[src/rtl/f2_board_pkg.sv]
package f2_board_pkg;

    //////////////////////////////////////////////////
    // Memory map

    // Pages match byte address bits 23:16
    typedef struct packed {
        logic [7:0] rom_page;
        logic [7:0] work_page;
        logic [7:0] io_page;
    } board_map_t;

    localparam board_map_t DEFAULT_MAP = '{
        rom_page:  8'h00,
        work_page: 8'h10,
        io_page:   8'h30
    };

    //////////////////////////////////////////////////
    // Interrupt levels

    localparam logic [2:0] IRQ_VBLANK_LEVEL = 3'd5;
    localparam logic [2:0] IRQ_DMA_LEVEL    = 3'd6;

    //////////////////////////////////////////////////
    // Input register indices

    typedef enum logic [2:0] {
        IO_DSWA = 3'd0,
        IO_DSWB = 3'd1,
        IO_P1   = 3'd2,
        IO_P2   = 3'd3,
        IO_COIN = 3'd4
    } io_reg_e;

endpackage

[src/rtl/f2_bus_pkg.sv]
package f2_bus_pkg;

    //////////////////////////////////////////////////
    // CPU bus widths

    localparam int ADDR_W = 23;  // Word address, byte address is 24 bits
    localparam int DATA_W = 16;

    //////////////////////////////////////////////////
    // Bus request from the 68000 side

    typedef struct packed {
        logic [ADDR_W-1:0] addr;   // Word address
        logic [1:0]        ds_n;   // 1 upper, 0 lower
        logic              rw;     // 1 read, 0 write
        logic              as_n;
        logic [2:0]        fc;
        logic [DATA_W-1:0] wdata;
    } cpu_bus_t;

    // Active high selects, at most one set
    typedef struct packed {
        logic rom;
        logic work;
        logic io;
        logic irq_ack;  // Function code all ones
    } chip_sel_t;

endpackage
[src/rtl/io_ports.sv]
`timescale 1ns/100ps

module io_ports
    import f2_bus_pkg::*;
    import f2_board_pkg::*;
(
    input  logic              clk,
    input  cpu_bus_t          bus,
    input  logic [7:0]        dswa,
    input  logic [7:0]        dswb,
    input  logic [7:0]        joystick_p1,
    input  logic [7:0]        joystick_p2,
    input  logic [1:0]        start,
    input  logic [1:0]        coin,
    output logic [DATA_W-1:0] q
);

    logic [7:0] reg_val;

    always_comb begin
        case (bus.addr[2:0])
            IO_DSWA: reg_val = dswa;
            IO_DSWB: reg_val = dswb;
            IO_P1:   reg_val = {start[0], joystick_p1[6:4],
                                joystick_p1[0], joystick_p1[1], joystick_p1[2], joystick_p1[3]};
            IO_P2:   reg_val = {start[1], joystick_p2[6:4],
                                joystick_p2[0], joystick_p2[1], joystick_p2[2], joystick_p2[3]};
            IO_COIN: reg_val = {4'b0000, coin, 2'b00};
            default: reg_val = 8'h00;  // Reads back as ff
        endcase
    end

    // Inputs are active low on the bus
    always_ff @(posedge clk) begin
        q <= {8'h00, ~reg_val};
    end

endmodule

[config.mk]
export PLATFORM = sky130hd
export DESIGN_NAME = io_ports
export DESIGN_NICKNAME = d
export VERILOG_FILES = /design/src/rtl/f2_board_pkg.sv /design/src/rtl/f2_bus_pkg.sv /design/src/rtl/io_ports.sv
export SDC_FILE = /design/constraint.sdc
export NUM_CORES = 1
export LEC_CHECK = 0
export BUFFER_PORTS_ARGS = -buffer_cell sky130_fd_sc_hd__buf_2
export CAP_MARGIN = 10
export CORE_MARGIN = 3
export CORE_UTILIZATION = 25
export CTS_BUF_LIST = sky130_fd_sc_hd__clkbuf_8
export DETAILED_ROUTE_END_ITERATION = 10
export PLACE_DENSITY = 0.82
export RECOVER_POWER = 25
export SLEW_MARGIN = 20
export SYNTH_ARGS = -nofsm -noshare
export SYNTH_HDL_FRONTEND = slang
export SYNTH_SLANG_ARGS = --single-unit
[constraint.sdc]
create_clock -name clk -period 0.95 [get_ports clk]
set_input_delay 0.1425 -clock clk [delete_from_list [all_inputs] [get_ports clk]]
set_output_delay 0.1425 -clock clk [all_outputs]
set_load 0.02 [all_outputs]
==> qor.yml <==
status: "completed"
yosysTopAreaCellShare: 0.321
wl_mm: 1.35
final_cell_mix: "42 x buf_2, 8 x conb_1, 8 x dfxtp_1"
synth_area_per_cell_um2: 11.9
postRouteAntennaNets: 0
ctsLongestPathBuffers: 2
crit_chain: "clkbuf_1"
first_pass_iters: 1
drc: 0
cts_hold_buffers: 0
start_util: 0.277
num_rows: 15
stdcell_area_um2: 747
crit_path_end_kind: "output pin"
syn_area_um2: 499
post_cts_resized: 0
layout.cells.non_filler: 112
cp_top_family: "flip-flops"
cts_sinks: 8
powerDensity_nw_per_um2: 1390
dieArea_um2: 2570
reg_top3: "q (8)"
clk_pin_slew_worst_paths_ns: 0.04
grt_max_degree: 13
drv_slew: 0
fmax_mhz: 1130
fill_cells: 194
grt_pass1_vias: 469
dp_slack_ns: -0.123
overflow: 0
setup_viol_count_final: 0
cp-start-kind: "flop"
post-place-cells: 109
critPathArrivalTime_ns: 0.74
largest_register: "q"
cts_tree: "done"
num_antenna_cells: 0
io_buffers: 45
cts_setup_buffers: 0
cap_viol_max_count: 0
wl_per_cell_um: 12.0
fp.dieW_um: 50.7
fin_ws_ns: 0.0643
crit_required_ns: 0.81
die_h_um: 50.7
largest_register_ffs: 8
synth-warning-count: 0
rsz0062_at_grt: "no"
min_path_cells: 2
leakage_uw: 0.000371
initialDrtViolationCount: 0
period_minus_slack_ns: 0.886
ir_drop_v: 0.000516
fin_crit_sh: 0.932
gp_congestion: 0.599
hold_viol_final: 0
antenna_found_initial: 0
synth_cells: 42
htree_levels: 1
holdCritPathClass: "in2reg"
slowest_delay_ns: 0.30
synth_cell_types: 12
via_count: 487
worst-path-stages: 1
synth_seq_area_share: 0.321
coreArea_um2: 1800
crit_fanout: 1
critPathKind: "reg2out"
ys_seq_elements: 8
boundaryPins: 99
final_layout_size_suffix_gt1_frac: 0.609
clockRootBuffer: "clkbuf_8"
crit_buf_inv: 1
syn_to_final_growth_pct: 49.6
layout.nets: 172
layout_commonest_cell: "buf_2"
grt_pass1_wl_mm: 2.04
synth_largest_area_cell: "dfxtp_1"
hold_slack_ns: 0.117
detail_route.vias_per_cell: 4.35
cts_inserted_buffers: 3
placed_area_um2: 708
critPathSlowestCell: "dfxtp_1"
synth_area_leaders: "dfxtp_1 32%, mux4_2 27%, buf_4 12%"
globalRouteTotalUtil: 0.112
## kinds of logic after synthesis
kind of cell,count (synthesis),share of synthesized area
compound gates,4,0.0602
simple gates,8,0.0978
mux,10,0.351
buf+inv,11,0.163
flops,8,0.321
other cells,1,0.00751
## final cells by class
cell class,instances,area (µm²),share of cell area
timing repair buffer,46,230,0.308
clock buffer,3,41.3,0.0553
multi-input combinational,30,284,0.380
tap,25,31.3,0.0419
sequential,8,160,0.214
## path summary, 6_finish.rpt
kind / from / endpoint / slack, ns
max: q[7] / q[7] / 0.06
min: joystick_p1[0] / q[3] / 0.12
## routing by layer
metal	routed length (µm)	vias to the layer above	global-route usage
met1	403	218	0.0944
met5	0	-	0
met4	19	0	0.0942
met2	675	36	0.180
met3	248	2	0.0712
li1	-	231	-
## cells in the mapped netlist
master    count
dfxtp_1       8
mux4_2        6
nor2_1        1
buf_6         1
buf_4         8
buf_2         2
or2b_1        1
a31oi_1       2
o32ai_1       2
mux2i_1       4
nand2b_1      6
conb_1        1
## per-stage QoR
stage                     TNS, ns  utilization  total power [µW]
after global placement     -0.647        0.393               646
after global routing            0        0.415              1090
final                           0        0.415              1030
after floorplan                 0            -               570
after CTS                       0        0.416              1060
after detailed placement   -0.793        0.393               655
## where the power goes
| part | internal [µW] | leakage (µW) | switching, µW |
|---|---|---|---|
| registers | 366 | 0.0000669 | 6.17 |
| clock network | 273 | 0.0000216 | 117 |
| logic | 135 | 0.000283 | 138 |
(Power assumes the default switching activity.)
