--- config.mk ---
export PLATFORM = sky130hd
export DESIGN_NAME = bus_response
export DESIGN_NICKNAME = d
export VERILOG_FILES = /design/src/rtl/f2_bus_pkg.sv /design/src/rtl/bus_response.sv
export SDC_FILE = /design/constraint.sdc
export NUM_CORES = 1
export LEC_CHECK = 0
export BUFFER_PORTS_ARGS = -buffer_cell sky130_fd_sc_hd__buf_2
export CAP_MARGIN = 20
export CORE_ASPECT_RATIO = 1.2
export CORE_MARGIN = 5
export CORE_UTILIZATION = 25
export DETAILED_ROUTE_END_ITERATION = 12
export PLACE_DENSITY = 0.89
export SYNTH_ARGS = -nofsm -noshare
export SYNTH_HDL_FRONTEND = slang
export SYNTH_SLANG_ARGS = --single-unit
export TNS_END_PERCENT = 10
--- constraint.sdc ---
create_clock -name clk -period 1.7 [get_ports clk]
set_clock_uncertainty 0.05 [all_clocks]
set_input_delay 0.34 -clock clk [delete_from_list [all_inputs] [get_ports clk]]
set_output_delay 0.34 -clock clk [all_outputs]
set_load 0.03 [all_outputs]
--- src/rtl/f2_bus_pkg.sv ---
package f2_bus_pkg;

    //////////////////////////////////////////////////
    // CPU bus widths

    localparam int ADDR_W = 23;  // Word address, byte address is 24 bits
    localparam int DATA_W = 16;

    //////////////////////////////////////////////////
    // Bus request from the 68000 side

    typedef struct packed {
        logic [ADDR_W-1:0] addr;   // Word address
        logic [1:0]        ds_n;   // 1 upper, 0 lower
        logic              rw;     // 1 read, 0 write
        logic              as_n;
        logic [2:0]        fc;
        logic [DATA_W-1:0] wdata;
    } cpu_bus_t;

    // Active high selects, at most one set
    typedef struct packed {
        logic rom;
        logic work;
        logic io;
        logic irq_ack;  // Function code all ones
    } chip_sel_t;

endpackage
--- src/rtl/bus_response.sv ---
`timescale 1ns/100ps

module bus_response
    import f2_bus_pkg::*;
(
    input  logic              clk,
    input  cpu_bus_t          bus,
    input  chip_sel_t         sel,
    input  logic [DATA_W-1:0] rom_data,
    input  logic [DATA_W-1:0] ram_data,
    input  logic [DATA_W-1:0] io_data,
    input  logic              rom_wait,
    output logic [DATA_W-1:0] data_in,
    output logic              dtack_n
);

    logic strobe_low;
    logic strobe_low_prev;

    assign strobe_low = ~(&bus.ds_n);

    always_ff @(posedge clk) begin
        strobe_low_prev <= strobe_low;
    end

    //////////////////////////////////////////////////
    // Read data

    always_comb begin
        if (sel.rom) begin
            data_in = rom_data;
        end else if (sel.work) begin
            data_in = ram_data;
        end else if (sel.io) begin
            data_in = io_data;
        end else begin
            data_in = '0;  // Unmapped
        end
    end

    //////////////////////////////////////////////////
    // Transfer acknowledge

    // Strobes rising end the cycle at once
    assign dtack_n = ~(strobe_low & strobe_low_prev & ~rom_wait);

endmodule

==> impl_metrics.csv <==
group,metric,value,unit
placement,post_dp_cell_area,943,um2
yosys,synth_top_family_by_area,"compound AO/OA/AOI/OAI gates",
die,fp-row-count,18,
detailed_routing,drtIter0Drc,11,
yosys,synthAdderAreaFrac,0,%
placement,port_buffers,71,
detailed_routing,wl_met1,727,um
yosys,ys_top_cells_by_count,"a21oi_2, nand3b_1, nor2b_1, a21oi_1, buf_4",
global_route,grt_max_degree,33,
detailed_routing,postRouteAntennaNets,0,
placement,hpwl,1560,um
yosys,synth-edff-count,0,
detailed_routing,route.met3.wl,190,um
detailed_routing,highest_layer,"met3",
detailed_routing,drt-vias-per-instance,4.56,
finish,diodes,0,
finish,drive_gt1_share,67.4,%
finish,seq_area,20.0,um2
power,power_leakage,0.432,nW
timing,maxSlewHeadroom,80.0,%
yosys,yosysWarnings,0,
run,maxCapViolCount,0,
timing,setup_viol,0,
finish,largest_register,"strobe_low_prev",
timing,final_hold_viol_count,0,
yosys,yosysSeqAreaShare,3.67,%
detailed_routing,via_count,779,
timing,hold_ws,492,ps
yosys,synth_compound_area_share,43.8,%
critical_path,critPathKind,"primary input to primary output",
yosys,synth_cells,75,
detailed_routing,dr.pass1.iters,3,
detailed_routing,post_drt_wl_per_cell,10.8,um
timing,drv_slew,0,
die,io_pins,117,
critical_path,crit_required,1310,ps
yosys,async_flop_share,0,%
status,status,"completed",
clock_tree,path_clk_slew,0,ps
die,dieArea,3220,um2
placement,gp_congestion,0.583,
timing,fin_crit_sh,88.8,%
critical_path,crit_path_max_fanout,18,
finish,fin_area,943,um2
yosys,yosys.area.top_type,"a21oi_2",
global_route,antenna_found_initial,0,
global_route,grt_pass1_vias,738,
detailed_routing,met2_length,934,um
yosys,synth-xor-area-share,0,%
global_route,grt_use_total,10.8,%
placement,post-place-cells,171,
finish,final_cell_count_no_fill,171,
timing,final.min_clock_period,1510,ps
yosys,ys_types,8,
yosys,netlist.area_leader.share,33.7,%
finish,area_growth_syn_to_layout,72.9,%
timing,rsz0062_at_grt,"no",
finish,final_core_util,45.5,%
timing,setup-tns-final,0,ps
finish,final_nets,243,
timing,worstMarginPinSlew,300,ps
power,power.density,333,nW/um2
die,die_x,52.6,um
critical_path,worstPathArrival,1120,ps
finish,largestRegisters,"strobe_low_prev x1",
critical_path,crit_path_start_kind,"primary input",
detailed_routing,routed_wl,1850,um
finish,fillCellCount,232,
yosys,netlist_area,546,um2
die,initial_core_util,26.3,%
yosys,yosysMostFrequentCell,"a21oi_2",
yosys,synthMuxAreaShare,0,%
yosys,synth.net_count,175,
yosys,synth-seq-cells,1,
die,die_h,61.2,um
power,irDropWorstVdd,158,uV
global_route,overflow,0,
global_route,grt_pass1_wl,2840,um
yosys,synth_top_flop_cell,"dfxtp_1",
clock_tree,cts_resized,0,
yosys,syn_area_per_cell,7.27,um2
hold_path,min_path_type,"primary input to register",
yosys,synth-simple-area-share,42.4,%
clock_tree,cts_setup_buffers,0,
detailed_routing,drc,0,
critical_path,setup.worst_path.end_class,"primary output",
yosys,yosys-top-cells-area,"a21oi_2, nand3b_1, nor2b_1",
finish,multiInputGateArea,470,um2
finish,largest_reg_flops,1,
clock_tree,cts.hold.buffers_added,0,
timing,max_freq,663,MHz
die,core-area,2070,um2
==> routing by layer <==
layer | vias to the layer above | global-route usage (%)
met5 | - | 0
met4 | 0 | 0
met3 | 0 | 0.969
met2 | 47 | 22.0
met1 | 334 | 12.6
li1 | 398 | -
==> critical path: stages <==
cell and delay, ps:
buf_2 130, buf_12 150, nand3b_1 160, a21oi_2 120, buf_2 200
==> final timing paths <==
check                 startpoint               to  slack (ps)  cells past startpoint
worst max-delay path      sel[2]       data_in[8]         190                      5
worst min-delay path     bus[22]  strobe_low_prev         490                      2
==> cells in the final DEF (no fill, tap or decap) <==
cell,Yosys,routed
a21oi_1,11,11
a21oi_2,21,21
buf_12,0,3
buf_2,2,71
dfxtp_1,1,1
nand2_1,1,1
nand3b_1,17,17
nor2b_1,16,16
==> stage by stage <==
step | total power [mW] | setup slack, ps
2_1_floorplan | 0.205 | 203
3_3_place_gp | 0.313 | 194
3_5_place_dp | 0.318 | 182
4_1_cts | 0.319 | 182
5_1_grt | 0.339 | 101
6_report | 0.314 | 191
==> cell families (layout without fill, tap and decap cells) <==
kind of cell | after synthesis | in the layout
AOI/OAI and AO/OA | 32 | 32
DFF | 1 | 1
and+or+nand+nor | 34 | 34
buffers and inverters | 8 | 74
==> report_power, final <==
group          internal [mW]  switching, mW  total [mW]  leakage (nW)
clock network              0              0           0             0
logic                  0.127          0.161       0.289         0.423
registers             0.0252       0.000465      0.0257       0.00836
total                  0.152          0.162       0.314         0.432
==> layout make-up <==
type,instances,share of cell area [%]
multi-input combinational,66,49.9
sequential,1,2.12
tap,30,3.98
timing repair buffer,74,44.0
No activity file was read; power rests on OpenSTA's default activity.
