==> src/rtl/f2_board_pkg.sv <==
package f2_board_pkg;

    //////////////////////////////////////////////////
    // Memory map

    // Pages match byte address bits 23:16
    typedef struct packed {
        logic [7:0] rom_page;
        logic [7:0] work_page;
        logic [7:0] io_page;
    } board_map_t;

    localparam board_map_t DEFAULT_MAP = '{
        rom_page:  8'h00,
        work_page: 8'h10,
        io_page:   8'h30
    };

    //////////////////////////////////////////////////
    // Interrupt levels

    localparam logic [2:0] IRQ_VBLANK_LEVEL = 3'd5;
    localparam logic [2:0] IRQ_DMA_LEVEL    = 3'd6;

    //////////////////////////////////////////////////
    // Input register indices

    typedef enum logic [2:0] {
        IO_DSWA = 3'd0,
        IO_DSWB = 3'd1,
        IO_P1   = 3'd2,
        IO_P2   = 3'd3,
        IO_COIN = 3'd4
    } io_reg_e;

endpackage

==> src/rtl/f2_bus_pkg.sv <==
package f2_bus_pkg;

    //////////////////////////////////////////////////
    // CPU bus widths

    localparam int ADDR_W = 23;  // Word address, byte address is 24 bits
    localparam int DATA_W = 16;

    //////////////////////////////////////////////////
    // Bus request from the 68000 side

    typedef struct packed {
        logic [ADDR_W-1:0] addr;   // Word address
        logic [1:0]        ds_n;   // 1 upper, 0 lower
        logic              rw;     // 1 read, 0 write
        logic              as_n;
        logic [2:0]        fc;
        logic [DATA_W-1:0] wdata;
    } cpu_bus_t;

    // Active high selects, at most one set
    typedef struct packed {
        logic rom;
        logic work;
        logic io;
        logic irq_ack;  // Function code all ones
    } chip_sel_t;

endpackage
==> src/rtl/interrupt_controller.sv <==
`timescale 1ns/100ps

module interrupt_controller
    import f2_bus_pkg::*;
    import f2_board_pkg::*;
(
    input  logic       clk,
    input  logic       reset,
    input  cpu_bus_t   bus,
    input  chip_sel_t  sel,
    input  logic       vblank,
    input  logic       dma_done,
    output logic [2:0] ipl_n
);

    logic vblank_prev;
    logic dma_prev;
    logic vblank_req;
    logic dma_req;
    logic ack_cycle;

    assign ack_cycle = sel.irq_ack & ~bus.ds_n[0];

    always_ff @(posedge clk) begin
        vblank_prev <= vblank;
        dma_prev    <= dma_done;

        if (reset) begin
            vblank_req <= 1'b0;
            dma_req    <= 1'b0;
        end else begin
            if (vblank_prev & ~vblank) begin
                vblank_req <= 1'b1;
            end
            if (~dma_prev & dma_done) begin
                dma_req <= 1'b1;
            end

            // Clear wins over a set in the same cycle
            if (ack_cycle && bus.addr[2:0] == IRQ_VBLANK_LEVEL) begin
                vblank_req <= 1'b0;
            end
            if (ack_cycle && bus.addr[2:0] == IRQ_DMA_LEVEL) begin
                dma_req <= 1'b0;
            end
        end
    end

    assign ipl_n = dma_req    ? ~IRQ_DMA_LEVEL :
                   vblank_req ? ~IRQ_VBLANK_LEVEL :
                   3'b111;

endmodule

==> config.mk <==
export PLATFORM = sky130hd
export DESIGN_NAME = interrupt_controller
export DESIGN_NICKNAME = d
export VERILOG_FILES = /design/src/rtl/f2_board_pkg.sv /design/src/rtl/f2_bus_pkg.sv /design/src/rtl/interrupt_controller.sv
export SDC_FILE = /design/constraint.sdc
export NUM_CORES = 1
export LEC_CHECK = 0
export ABC_AREA = 1
export BUFFER_PORTS_ARGS = -buffer_cell sky130_fd_sc_hd__buf_2
export CAP_MARGIN = 15
export CORE_AREA = 2 2 39 41
export CTS_BUF_LIST = sky130_fd_sc_hd__clkbuf_8
export CTS_CLUSTER_SIZE = 30
export DETAILED_ROUTE_END_ITERATION = 8
export DIE_AREA = 0 0 41 43
export GPL_TIMING_DRIVEN = 0
export PLACE_DENSITY_LB_ADDON = 0.15
export SYNTH_ARGS = -nofsm -noshare
export SYNTH_HDL_FRONTEND = slang
export SYNTH_SLANG_ARGS = --single-unit
==> constraint.sdc <==
create_clock -name clk -period 1.3 [get_ports clk]
set_input_delay 0.195 -clock clk [delete_from_list [all_inputs] [get_ports clk]]
set_output_delay 0.195 -clock clk [all_outputs]
set_load 0.01 [all_outputs]
==> out/summary.md <==
The tools report the max-slew violation count as 0. The number of buffers inserted by hold repair at cts was 0; the fraction of the core area covered by cells at the end of the flow was 20.61%. The largest buffer count on any clock path is 2, and the via count of the first global-routing pass is 172. Via count of the routed design: 181. The die extent in y was 43 um; the number of nets in the final layout was 97. The worst path in the final design needs a cycle of 0.9444 ns, including I/O delays and setup. The logs give 0 for the yosys synthesis warning count and 1 for the number of H-tree branching levels. Across the run, the number of max-cap violations was 0.

The remaining number of nets flagged by the antenna check after routing was 0. For the worst setup path, the data required time is 1.11 ns. The run gives 4 as the pin count of the biggest net entering global routing. The number of buffers created by CTS was 3. The proportion of layout cells with a drive suffix above 1 is 36.59%. The number of placement rows is 14, and the share of the clock period used by the worst path is 72.65%. For this run the aggregate overflow at the end of global routing stands at 0. The fill cell total of the finished layout is 170, and the worst-case headroom to the max-slew limit is 93.14%. Once the floorplan was initialized, standard cells occupied 12.21% of the core.

The run finished with clean final reports. The run gives 0.00006298 ns as the worst clock skew on the final layout. For this block, the routed nets add up to 339 um of wire. The number of port buffers came out at 11. The number of setup buffers added after CTS is 0. Width of the die: 41 um.

The I/O pin total was 57; the number of library cell types mapped by synthesis was 6. For the worst-skew pair, the clock arrives at the later sink with an insertion delay of 0.21 ns. In the final timing run, aggregate negative setup slack is 0 ns. The transition time at the pin with the least slew margin was 0.1025 ns; the post-synthesis area per instance was 6.256 um2.

The number of search-and-repair iterations in the first detailed-routing pass is 2. Global routing usage summed across all routing layers: 5.517%. Leaving out filler cells and counting taps, the final layout contains 57. The min-delay analysis places its worst path in the category input pin to flip-flop. Once placement finished, the instance area stood at 244.0 um2.

The kind of start point of the critical path was a flip-flop. The gate count after technology mapping is 27, and the number of vias per cell after detailed routing is 3.175. The library cells used most frequently in the layout, excluding fill and tap cells, are buf_2, nand2_1, inv_1. The highest fanout seen on the critical path was 3; the post-cts sizing count was 0. The die covers 1763 um2.

The worst hold slack after final layout was 0.09695 ns. The final number of setup-violating endpoints was 0; the clock-pin slew on the worst setup and hold paths was 0.03 ns. The area of the core region came out at 1384 um2. The tools report the clock tree root driver cell as clkbuf_8. The run gives 1059 MHz as the highest attainable clock frequency. Summing all non-filler instances in the final layout gives an area of 285.3 um2. The most frequent standard cell in the layout excluding fill and tap cells is buf_2.

CTS saw 4 sinks. The relative area change from synthesis to final layout came out at 68.89%. Setup repair after global routing left no endpoint under its margin. For the worst setup path, the data arrival time is 0.75 ns. Number of DRC markers in iteration 0: 1. The average wire length per cell after detail routing is 5.947 um. IR analysis of the VDD net gives a maximum drop of 235.2 uV. For this design the static power due to leakage is 0.1659 nW. Detailed placement finished with a half-perimeter wire length of 284.7 um. The logs give 47.41% for the sequential area share after synthesis and 54 for the number of instances in the placed design. Across all setup checks in the final design, the least slack found is 0.3556 ns.

Synthesis inferred 4 register bits. Overall power consumption after layout is estimated at 434.1 uW. The number of antenna violations at the first check in global routing was 0. The type of element capturing the critical path is an output port.

The first global-routing pass estimated 565 um of wire. The tools report the final hold violation count as 0. At the end of routability-driven placement, the weighted congestion stood at 0.5712. Count of antenna diodes in the layout: 0.

The path type of the worst setup path is flip-flop to output port. The mapped netlist covers 168.9 um2. Dividing total power by cell area gives a power density of 1522 nW/um2. Count of unresolved DRC violations after routing: 0. For the net count of the mapped netlist, the log shows 81.

The run gives 0.5785 ns as the minimum setup slack after placement. TritonCTS built the clock tree.
-- critical path, cell delays in order, from the launching register on --
cell and delay, ns:
dfxtp_1 0.33, inv_2 0.05, nand2_1 0.04, buf_2 0.12
-- cells by family after synthesis --
family        synth area share (%)
buf+inv                      17.78
simple gates                 34.82
flops                        47.41
-- sequential cells by signal (all words and copies together), names as in the netlist --
register	flops
dma_prev	1
vblank_prev	1
dma_req	1
vblank_req	1
-- power breakdown --
part / total, mW / switching, mW / internal (mW)
clock network: 0.256 / 0.0592 / 0.197
registers: 0.135 / 0.00339 / 0.132
logic: 0.0431 / 0.0218 / 0.0213
-- area by class of cell --
| class | instances | area, um2 | area share (%) |
|---|---|---|---|
| Timing Repair Buffer | 11 | 55.05 | 19.30 |
| Inverter | 8 | 30.03 | 10.53 |
| Sequential cell | 4 | 80.08 | 28.07 |
| Clock buffer | 3 | 41.29 | 14.47 |
| Tap cell | 16 | 20.02 | 7.018 |
| Multi-Input combinational cell | 15 | 58.81 | 20.61 |
-- worst paths after layout --
kind	startpoint	to	slack [ns]	cells after the start
worst max-delay path	dma_req	ipl_n[0]	0.36	3
worst min-delay path	dma_done	dma_prev	0.1	1
worst max register to register	dma_req	dma_req	0.69	4
worst min register to register	vblank_prev	vblank_req	0.51	4
-- cells in the mapped netlist --
master / count / area [um2]
dfxtp_1: 4 / 80.08
inv_1: 7 / 26.28
inv_2: 1 / 3.750
nand2_1: 8 / 30.03
nand3_1: 2 / 10.01
nor2_1: 5 / 18.77
-- metal layers --
metal  vias to the layer above  wire [um]  track usage, %
li1                        104          -               -
met3                         2         51           1.047
met5                         -          0               0
met4                         0         15           10.00
met1                        63        150           5.449
met2                        12        122           6.563
Power figures use the tool's default switching activity.
