===== config.mk =====
export PLATFORM = sky130hd
export DESIGN_NAME = rom_fetch
export DESIGN_NICKNAME = d
export VERILOG_FILES = /design/src/rtl/f2_bus_pkg.sv /design/src/rtl/rom_fetch.sv
export SDC_FILE = /design/constraint.sdc
export NUM_CORES = 1
export LEC_CHECK = 0
export ABC_AREA = 0
export BUFFER_PORTS_ARGS = -buffer_cell sky130_fd_sc_hd__buf_4
export CAP_MARGIN = 20
export CORE_MARGIN = 4
export CORE_UTILIZATION = 35
export CTS_CLUSTER_DIAMETER = 40
export DETAILED_ROUTE_END_ITERATION = 7
export GPL_TIMING_DRIVEN = 0
export PLACE_DENSITY = 0.83
export RECOVER_POWER = 100
export SLEW_MARGIN = 10
export SYNTH_ARGS = -nofsm -noshare
export SYNTH_HDL_FRONTEND = slang
export SYNTH_SLANG_ARGS = --single-unit

===== constraint.sdc =====
create_clock -name clk -period 2.69 [get_ports clk]
set_input_delay 0.269 -clock clk [delete_from_list [all_inputs] [get_ports clk]]
set_output_delay 0.269 -clock clk [all_outputs]
set_load 0.05 [all_outputs]

===== src/rtl/f2_bus_pkg.sv =====
package f2_bus_pkg;

    //////////////////////////////////////////////////
    // CPU bus widths

    localparam int ADDR_W = 23;  // Word address, byte address is 24 bits
    localparam int DATA_W = 16;

    //////////////////////////////////////////////////
    // Bus request from the 68000 side

    typedef struct packed {
        logic [ADDR_W-1:0] addr;   // Word address
        logic [1:0]        ds_n;   // 1 upper, 0 lower
        logic              rw;     // 1 read, 0 write
        logic              as_n;
        logic [2:0]        fc;
        logic [DATA_W-1:0] wdata;
    } cpu_bus_t;

    // Active high selects, at most one set
    typedef struct packed {
        logic rom;
        logic work;
        logic io;
        logic irq_ack;  // Function code all ones
    } chip_sel_t;

endpackage

===== src/rtl/rom_fetch.sv =====
`timescale 1ns/100ps

module rom_fetch
    import f2_bus_pkg::*;
#(
    parameter logic [26:0] ROM_SDR_BASE = 27'h0000000
) (
    input  logic              clk,
    input  logic              reset,
    input  cpu_bus_t          bus,
    input  chip_sel_t         sel,
    output logic [26:0]       sdr_addr,
    output logic [1:0]        sdr_be,
    output logic              sdr_req,
    input  logic              sdr_ack,
    input  logic [DATA_W-1:0] sdr_q,
    output logic [DATA_W-1:0] rom_data,
    output logic              rom_wait
);

    logic strobes_idle_prev;  // Both strobes high last cycle
    logic start;
    logic pending;

    assign start   = sel.rom & ~(&bus.ds_n) & strobes_idle_prev;
    assign pending = sdr_req != sdr_ack;

    always_ff @(posedge clk) begin
        if (reset) begin
            strobes_idle_prev <= 1'b1;
            sdr_req           <= 1'b0;
        end else begin
            strobes_idle_prev <= &bus.ds_n;
            if (start) begin
                sdr_req <= ~sdr_req;  // One toggle per access
            end
        end
    end

    always_ff @(posedge clk) begin
        if (start) begin
            sdr_addr <= ROM_SDR_BASE + {3'b000, bus.addr, 1'b0};
            sdr_be   <= ~bus.ds_n;
        end
    end

    // Wait covers the strobe edge cycle before the toggle lands
    assign rom_wait = pending | start;
    assign rom_data = sdr_q;

endmodule


==> results of run 1 <==
## power breakdown
part | internal [W] | leakage, nW | total [W] | switching (W)
clock network | 0.0000578 | 0.0150 | 0.000161 | 0.000103
logic | 0.0000598 | 0.329 | 0.000223 | 0.000163
registers | 0.000483 | 0.251 | 0.000489 | 0.00000587
## cell families after synthesis
kind of cell | Yosys count
multiplexers | 1
buffers and inverters | 22
AND/OR/NAND/NOR | 6
XOR/XNOR | 1
other | 1
flip-flops | 27
## area by class of cell
class	instances	area share (%)
inverter	2	0.5146
clock buffer	4	1.801
timing repair buffer	71	25.47
buffer	20	10.29
tap	31	2.659
multi-input combinational	12	5.060
sequential	27	54.20
## critical path: stages, from the launching register on
cell and delay (ns):
dfxtp_1 0.33, and3_4 0.41, nand2b_1 0.16, clkbuf_1 0.46
## worst max path at each step
stage	endpoint
floorplan	rom_wait
global placement	rom_wait
detailed placement	rom_wait
CTS	rom_wait
global route	rom_wait
finish	rom_wait
## cells in the final DEF (no fill, tap or decap), drive strengths merged, types with 2 or more instances in the layout
cell type  instances
clkbuf            72
edfxtp            25
buf               23
conb               4
inv                2
dfxtp              2
## registers in the layout, indices dropped and copies added, names as in the netlist
signal	cells
sdr_be	2
sdr_addr	23
strobes_idle_prev	1
sdr_req	1
## through the flow
| stage | utilization, % | power [W] | setup slack [ns] |
|---|---|---|---|
| floorplan | - | 0.0006699 | 1.247 |
| global placement | 57.94 | 0.0007524 | 1.211 |
| detailed placement | 57.94 | 0.0007568 | 1.170 |
| CTS | 58.89 | 0.0009157 | 0.9887 |
| global route | 52.90 | 0.0009138 | 0.6365 |
| finish | 52.90 | 0.0008727 | 0.7556 |
## per-layer routing
layer	share of wire, %	wire length, µm	vias up
li1	-	-	331
met1	33	710	294
met2	46	971	64
met3	21	436	2
met4	0.38	8	0
met5	0	0	-
==> flow_metrics.tcl, run 1 <==
set metrics [dict create \
    status "complete, no violations" \
    routabilityCongestion 0.6421 \
    drtIter0Drc 27 \
    diodes 0 \
    fin_crit_ns 1.934 \
    async_flop_share_pct 0 \
    grt_util_met2_pct 15.55 \
    hold_path.startpoint "bus[34]" \
    nets 206 \
    arrival_ns 1.67 \
    seq_area_frac_synth_pct 77.93 \
    worstSetupPathType "reg2out" \
    postSynthAreaPerCell_um2 17.50 \
    power_density_nw_per_um2 598.2 \
    grt_max_degree 28 \
    gr-usage-met3_pct 4.132 \
    stdcell_area_um2 1459 \
    die-area_um2 3825 \
    clkTransAtPathRegs_ns 0.13 \
    drive_above_1_share_pct 38.24 \
    rsz0062_at_grt "no" \
    areaGrowthSynthToFinish_pct 43.77 \
    routed_wl_um 2125 \
    die_w_um 61.85 \
    synthTopCellsByArea "edfxtp_1 (74%), buf_4 (15%), dfxtp_1 (3.9%), mux2_4 (1.5%), and3_4 (1.1%)" \
    synth_area_leader_cell "edfxtp_1" \
    via_count 691 \
    wl_per_cell_um 12.72 \
    cts.path.max_buffers 2 \
    dp.cells 163 \
    core_area_um2 2758 \
    hold_ws_ns 0.1496 \
    ios 116 \
    grt_pass1_wl_um 2656 \
    hold_path_class "in2reg" \
    htreeDepth 1 \
    clock_skew_ns 0.001094 \
    synth_mux_area_share_pct 1.480 \
    dieHeight_um 61.85 \
    worstMarginPinSlew_ns 0.6278 \
    critPathCaptureType "output pin" \
    synthTopCellsByCount "edfxtp_1 (25), buf_4 (20), dfxtp_1 (2), inv_1 (2)" \
    viasPerCell 4.138 \
    synth_top_family_by_area "buffers and inverters" \
    grtUsageTotal_pct 9.719 \
    max-cap-violations 0 \
    grt_overflow 0 \
    finalCritPeriodShare_pct 71.91 \
    ant_nets 0 \
    peakVddDrop_mv 0.4553 \
    setup.worst_path.start_class "flop" \
    cts_tree "built" \
    hold_depth 1 \
    stdcell_count 167 \
    leakage_nw 0.5944 \
    synth-main-ff-cell "edfxtp_1" \
    yosys.area_share.adder_pct 0 \
    setup_viol 0 \
    max_freq_mhz 517.0 \
    rows 19 \
    grt_pass1_vias 631 \
    synth_compound_area_share_pct 0 \
    cts_resized 0 \
    r2r-end "sdr_req" \
    timing.rr.start "strobes_idle_prev" \
    fin_tns_setup_ns 0 \
    clock_latency_ns 0.30 \
    reg2regPathDepth 2 \
    drv_slew 0 \
    grt_antenna_before_repair 0 \
    seqCellArea_um2 790.8 \
    drc_errors 0 \
    ys_ff_latch 27 \
    post-cts-setup-buffers 0 \
    root_buffer "clkbuf_4" \
    worst-r2r-setup-slack_ns 1.51 \
    start_util_pct 36.80 \
    hold_viol 0 \
    met1_usage_pct 11.29 \
    holdBufCountCts 0 \
    syn-cell-area_um2 1015 \
    worstPathRequired_ns 2.42 \
    synth_edf_count 25 \
    portBuffers 71 \
    cts_buffers 3 \
    synthCells 58 \
    synth_cell_types 13 \
    yosys_warnings 0 \
    whs_endpoint "sdr_addr[12]" \
    fillers 264 \
    multi_input_area_um2 73.82 \
    max-slew-margin-rel_pct 58.33 \
    dpl-instance-area_um2 1598 \
    cts_sinks 27 \
    crit_start "strobes_idle_prev" \
    first_pass_iters 4 \
    synthMostInstantiatedCell "edfxtp_1" \
    synth.top_cell.area_share_pct 73.98 \
    yosys.area_share.simple_pct 3.822 \
    synth_xor_area_share_pct 0.8631 \
    grt-busiest-layer "met2" \
    worstPathMaxFanout 27 \
]
No activity file was read; power rests on OpenSTA's default activity.
==> run 2: changes to the inputs <==
--- a/config.mk
+++ b/config.mk
@@ -9,11 +9,11 @@
 export BUFFER_PORTS_ARGS = -buffer_cell sky130_fd_sc_hd__buf_4
 export CAP_MARGIN = 20
 export CORE_MARGIN = 4
-export CORE_UTILIZATION = 35
+export CORE_UTILIZATION = 33
 export CTS_CLUSTER_DIAMETER = 40
 export DETAILED_ROUTE_END_ITERATION = 7
 export GPL_TIMING_DRIVEN = 0
-export PLACE_DENSITY = 0.83
+export PLACE_DENSITY = 0.79
 export RECOVER_POWER = 100
 export SLEW_MARGIN = 10
 export SYNTH_ARGS = -nofsm -noshare
==> constraint.sdc (replaced) <==
create_clock -name clk -period 2 [get_ports clk]
set_input_delay 0.2 -clock clk [delete_from_list [all_inputs] [get_ports clk]]
set_output_delay 0.2 -clock clk [all_outputs]
set_load 0.05 [all_outputs]
==> flow_metrics.tcl, run 2 (synthesis gave the netlist of run 1 again) <==
set metrics [dict create \
    grt_pass1_wl_um 3042 \
    drive_above_1_share_pct 38.97 \
    reg2regPathDepth 2 \
    grt_max_degree 28 \
    path_cells "and3_4 > nand2b_1 > clkbuf_2" \
    max_stage_delay_ns 0.40 \
    dpl-instance-area_um2 1598 \
    hold_path_class "in2reg" \
    core_area_um2 2853 \
    critPathCaptureType "output pin" \
    met3_length_um 361 \
    viasPerCell 4.132 \
    drc_errors 0 \
    dieHeight_um 63.45 \
    cts.path.max_buffers 2 \
    cts_sinks 27 \
    r2r-end "sdr_req" \
    nets 206 \
    fin_crit_ns 1.661 \
    setup.worst_path.start_class "flop" \
    post-cts-setup-buffers 0 \
    routed.top_layer "met3" \
    ant_nets 0 \
    status "complete, no violations" \
    stdcell_count 167 \
    leakage_nw 0.5972 \
    clkTransAtPathRegs_ns 0.13 \
    max-slew-margin-rel_pct 59.14 \
    rows 19 \
    max_freq_mhz 602.0 \
    crit_family "simple AND/OR/NAND/NOR gates" \
    worstPathRequired_ns 1.80 \
    routed_wl_um 1963 \
    place_hpwl_um 1677 \
    cts_tree "built" \
    max-cap-violations 0 \
    multi_input_area_um2 73.82 \
    grt_antenna_before_repair 0 \
    arrival_ns 1.46 \
    largest_reg_flops 23 \
    first_pass_iters 2 \
    grt_pass1_vias 739 \
    worstMarginPinSlew_ns 0.6156 \
    die-area_um2 4026 \
    regMostFlops "sdr_addr" \
    areaGrowthSynthToFinish_pct 43.90 \
    power_density_nw_per_um2 802.0 \
    final_cell_mix "clkbuf_1 (43), clkbuf_4 (28), edfxtp_1 (25)" \
    hold_depth 2 \
    root_buffer "clkbuf_4" \
    fillers 275 \
    whs_endpoint "strobes_idle_prev" \
    dp.cells 163 \
    die_w_um 63.45 \
    portBuffers 71 \
    setup_viol 0 \
    fin_tns_setup_ns 0 \
    stdcell_area_um2 1460 \
    start_util_pct 35.57 \
    worst-r2r-setup-slack_ns 0.82 \
    hold_viol 0 \
    finalCritPeriodShare_pct 83.06 \
    htreeDepth 1 \
    clock_latency_ns 0.30 \
    clock_skew_ns 0.002189 \
    peakVddDrop_mv 0.2742 \
    cts_resized 0 \
    routabilityCongestion 0.6112 \
    layout_commonest_cell "clkbuf_1" \
    largest_registers "sdr_addr (23), sdr_be (2)" \
    worstPathMaxFanout 27 \
    wl_per_cell_um 11.75 \
    wl_met2_um 876 \
    grt_overflow 0 \
    path_buf_inv 1 \
    cts_buffers 3 \
    grtUsageTotal_pct 9.502 \
    drt-met1-wl_um 726 \
    timing.rr.start "strobes_idle_prev" \
    drtIter0Drc 16 \
    hold_path.startpoint "reset" \
    drv_slew 0 \
    via_count 690 \
    worstSetupPathType "reg2out" \
    seqCellArea_um2 790.8 \
    ios 116 \
    diodes 0 \
    rsz0062_at_grt "no" \
    holdBufCountCts 0 \
    cp_slowest_cell "and3_4" \
]
## run 2: routing by layer
| layer | track usage, % | up-vias |
|---|---|---|
| met3 | 4.618 | 0 |
| met2 | 16.04 | 71 |
| met4 | 2.426 | 0 |
| met1 | 10.69 | 288 |
| met5 | 0 | - |
| li1 | - | 331 |
## run 2: worst max path at each step
stage | depth (start not counted) | endpoint | from
finish | 3 | rom_wait | strobes_idle_prev
global route | 3 | rom_wait | strobes_idle_prev
floorplan | 2 | rom_wait | sdr_req
CTS | 3 | rom_wait | strobes_idle_prev
global placement | 5 | rom_wait | bus[21]
detailed placement | 5 | rom_wait | bus[21]
## run 2: worst reg2reg max path: stages (launching register included)
cell	delay, ns
dfxtp_1	0.33
and3_4	0.40
mux2_1	0.35
## run 2: per-stage QoR
| stage | hold WS (ns) | power (W) | worst slack (ns) | utilization (%) |
|---|---|---|---|---|
| 2_1_floorplan | 0.2964 | 0.0009010 | 0.6255 | - |
| 3_3_place_gp | 0.3788 | 0.001012 | 0.6619 | 56.01 |
| 3_5_place_dp | 0.3793 | 0.001016 | 0.6333 | 56.01 |
| 4_1_cts | 0.04937 | 0.001231 | 0.3795 | 56.93 |
| 5_1_grt | 0.05429 | 0.001226 | 0.2316 | 51.18 |
| 6_report | 0.08386 | 0.001171 | 0.3387 | 51.18 |
## run 2: layout make-up
type                            count  area share (%)
Sequential cell                    27           54.16
Buffer                             20           10.28
Inverter                            2          0.5141
Multi-Input combinational cell     12           5.056
Tap cell                           31           2.656
Clock buffer                        4           1.799
Timing Repair Buffer               71           25.54
## run 2: power by group
group	switching, W	internal, W	leakage (nW)
Sequential	0.00000768	0.000649	0.251
Clock	0.000137	0.0000777	0.0150
Combinational	0.000218	0.0000812	0.332
==> run 3: changes to the inputs <==
--- a/config.mk
+++ b/config.mk
@@ -9,11 +9,11 @@
 export BUFFER_PORTS_ARGS = -buffer_cell sky130_fd_sc_hd__buf_4
 export CAP_MARGIN = 20
 export CORE_MARGIN = 4
-export CORE_UTILIZATION = 33
+export CORE_UTILIZATION = 30
 export CTS_CLUSTER_DIAMETER = 40
 export DETAILED_ROUTE_END_ITERATION = 7
 export GPL_TIMING_DRIVEN = 0
-export PLACE_DENSITY = 0.79
+export PLACE_DENSITY = 0.76
 export RECOVER_POWER = 100
 export SLEW_MARGIN = 10
 export SYNTH_ARGS = -nofsm -noshare
==> constraint.sdc (replaced) <==
create_clock -name clk -period 1.4 [get_ports clk]
set_input_delay 0.14 -clock clk [delete_from_list [all_inputs] [get_ports clk]]
set_output_delay 0.14 -clock clk [all_outputs]
set_load 0.05 [all_outputs]
==> flow_metrics.tcl, run 3 (synthesis gave the netlist of run 1 again) <==
set metrics [dict create \
    fillers 317 \
    grt_pass1_wl_um 4271 \
    status "complete, no violations" \
    cp_slowest_cell "dfxtp_1" \
    peakVddDrop_mv 0.4997 \
    grt_antenna_before_repair 0 \
    largest_reg_flops 23 \
    clkTransAtPathRegs_ns 0.14 \
    die-area_um2 4377 \
    dpl-instance-area_um2 1614 \
    core_area_um2 3153 \
    grt_max_degree 16 \
    max-cap-violations 0 \
    routabilityCongestion 0.6823 \
    grt_pass1_vias 940 \
    cts_buffers 3 \
    layout_commonest_cell "clkbuf_4" \
    critPathCaptureType "flop" \
    worstMarginPinSlew_ns 0.6119 \
    viasPerCell 3.956 \
    hold_viol 0 \
    final_util_pct 55.71 \
    leakage_nw 0.7849 \
    first_pass_iters 2 \
    ios 116 \
    stdcell_area_um2 1757 \
    drive_above_1_share_pct 49.38 \
    place_hpwl_um 1903 \
    grtUsageTotal_pct 13.29 \
    areaGrowthSynthToFinish_pct 73.12 \
    clock_skew_ns 0.01040 \
    ant_nets 0 \
    cts_sinks 27 \
    cts_resized 0 \
    finalCritPeriodShare_pct 92.96 \
    hold_path_class "in2reg" \
    root_buffer "clkbuf_4" \
    drc_errors 0 \
    rows 20 \
    cts.path.max_buffers 2 \
    rsz0062_at_grt "no" \
    cts_tree "built" \
    worstSetupPathType "reg2reg" \
    portBuffers 71 \
    worstPathRequired_ns 1.62 \
    fin_crit_ns 1.301 \
    grt_overflow 0 \
    max-slew-margin-rel_pct 59.38 \
    dieHeight_um 66.16 \
    start_util_pct 32.18 \
    power_density_nw_per_um2 1005 \
    max_stage_delay_ns 0.37 \
    fin_tns_setup_ns 0 \
    worst-r2r-setup-slack_ns 0.1 \
    max_freq_mhz 768.4 \
    wl_per_cell_um 13.55 \
    arrival_ns 1.53 \
    htreeDepth 1 \
    routed_wl_um 2792 \
    die_w_um 66.16 \
    nets 232 \
    drtIter0Drc 20 \
    regMostFlops "sdr_addr" \
    setup.worst_path.start_class "flop" \
    setup_viol 0 \
    diodes 0 \
    final_cell_mix "clkbuf_4 (28), clkbuf_2 (27), edfxtp_1 (25)" \
    path_cells "and3_1 > clkbuf_2 > mux2_1" \
    via_count 815 \
    clock_latency_ns 0.32 \
    worstPathMaxFanout 13 \
    drv_slew 0 \
    largest_registers "sdr_addr (23), sdr_be (2)" \
]
-- run 3: stage by stage --
step	setup WS, ns	total power (W)	cells	hold WS (ns)
6_report	0.09852	0.001766	206	0.06593
5_1_grt	0.01951	0.001851	206	0.05134
4_1_cts	0.06655	0.001848	206	0.05141
3_5_place_dp	0.1483	0.001456	176	0.3193
3_3_place_gp	0.1711	0.001449	176	0.3184
2_1_floorplan	0.08552	0.001287	61	0.2364
-- run 3: what timing repair did --
item | CTS | global route
endpoints found under the setup margin | 1 | 0
buffers inserted | 1 | 0
hold buffers | 24 | 0
endpoints found under the hold margin | 24 | 0
-- run 3: area by class of cell --
cell class | instances | area, µm² | share of cell area, %
Sequential cell | 27 | 790.8 | 45.01
Timing Repair Buffer | 96 | 649.4 | 36.97
Buffer | 20 | 150.1 | 8.547
Multi-Input combinational cell | 13 | 76.32 | 4.345
Tap cell | 44 | 55.05 | 3.134
Clock buffer | 3 | 22.52 | 1.282
Inverter | 2 | 7.507 | 0.4274
Clock inverter | 1 | 5.005 | 0.2849
-- run 3: report_power, final --
part	internal [W]	switching, W
clock	0.000107	0.000218
sequential	0.000928	0.0000128
combinational	0.000171	0.000330
total	0.00121	0.000560
-- run 3: layer usage --
metal  vias up  routed length [µm]  share of wire [%]  global-route usage (%)
li1        387                   -                  -                       -
met1       364                 899                 32                   12.58
met2        62                1589                 57                   26.52
met3         2                 291                 10                   3.741
met4         0                  11               0.39                   4.569
met5         -                   0                  0                       0
-- run 3: critical path: cells and delay by family, from the launching register on --
kind | cells | cell delay [ns]
flops | 1 | 0.37
mux | 1 | 0.36
buf+inv | 1 | 0.31
simple gates | 1 | 0.17
-- run 3: worst paths after layout --
check / startpoint / endpoint / cells after the start
setup reg to reg: strobes_idle_prev / sdr_req / 3
setup / recovery: strobes_idle_prev / sdr_req / 3
hold / removal: bus[21] / sdr_be[0] / 2
hold reg to reg: sdr_req / sdr_req / 2
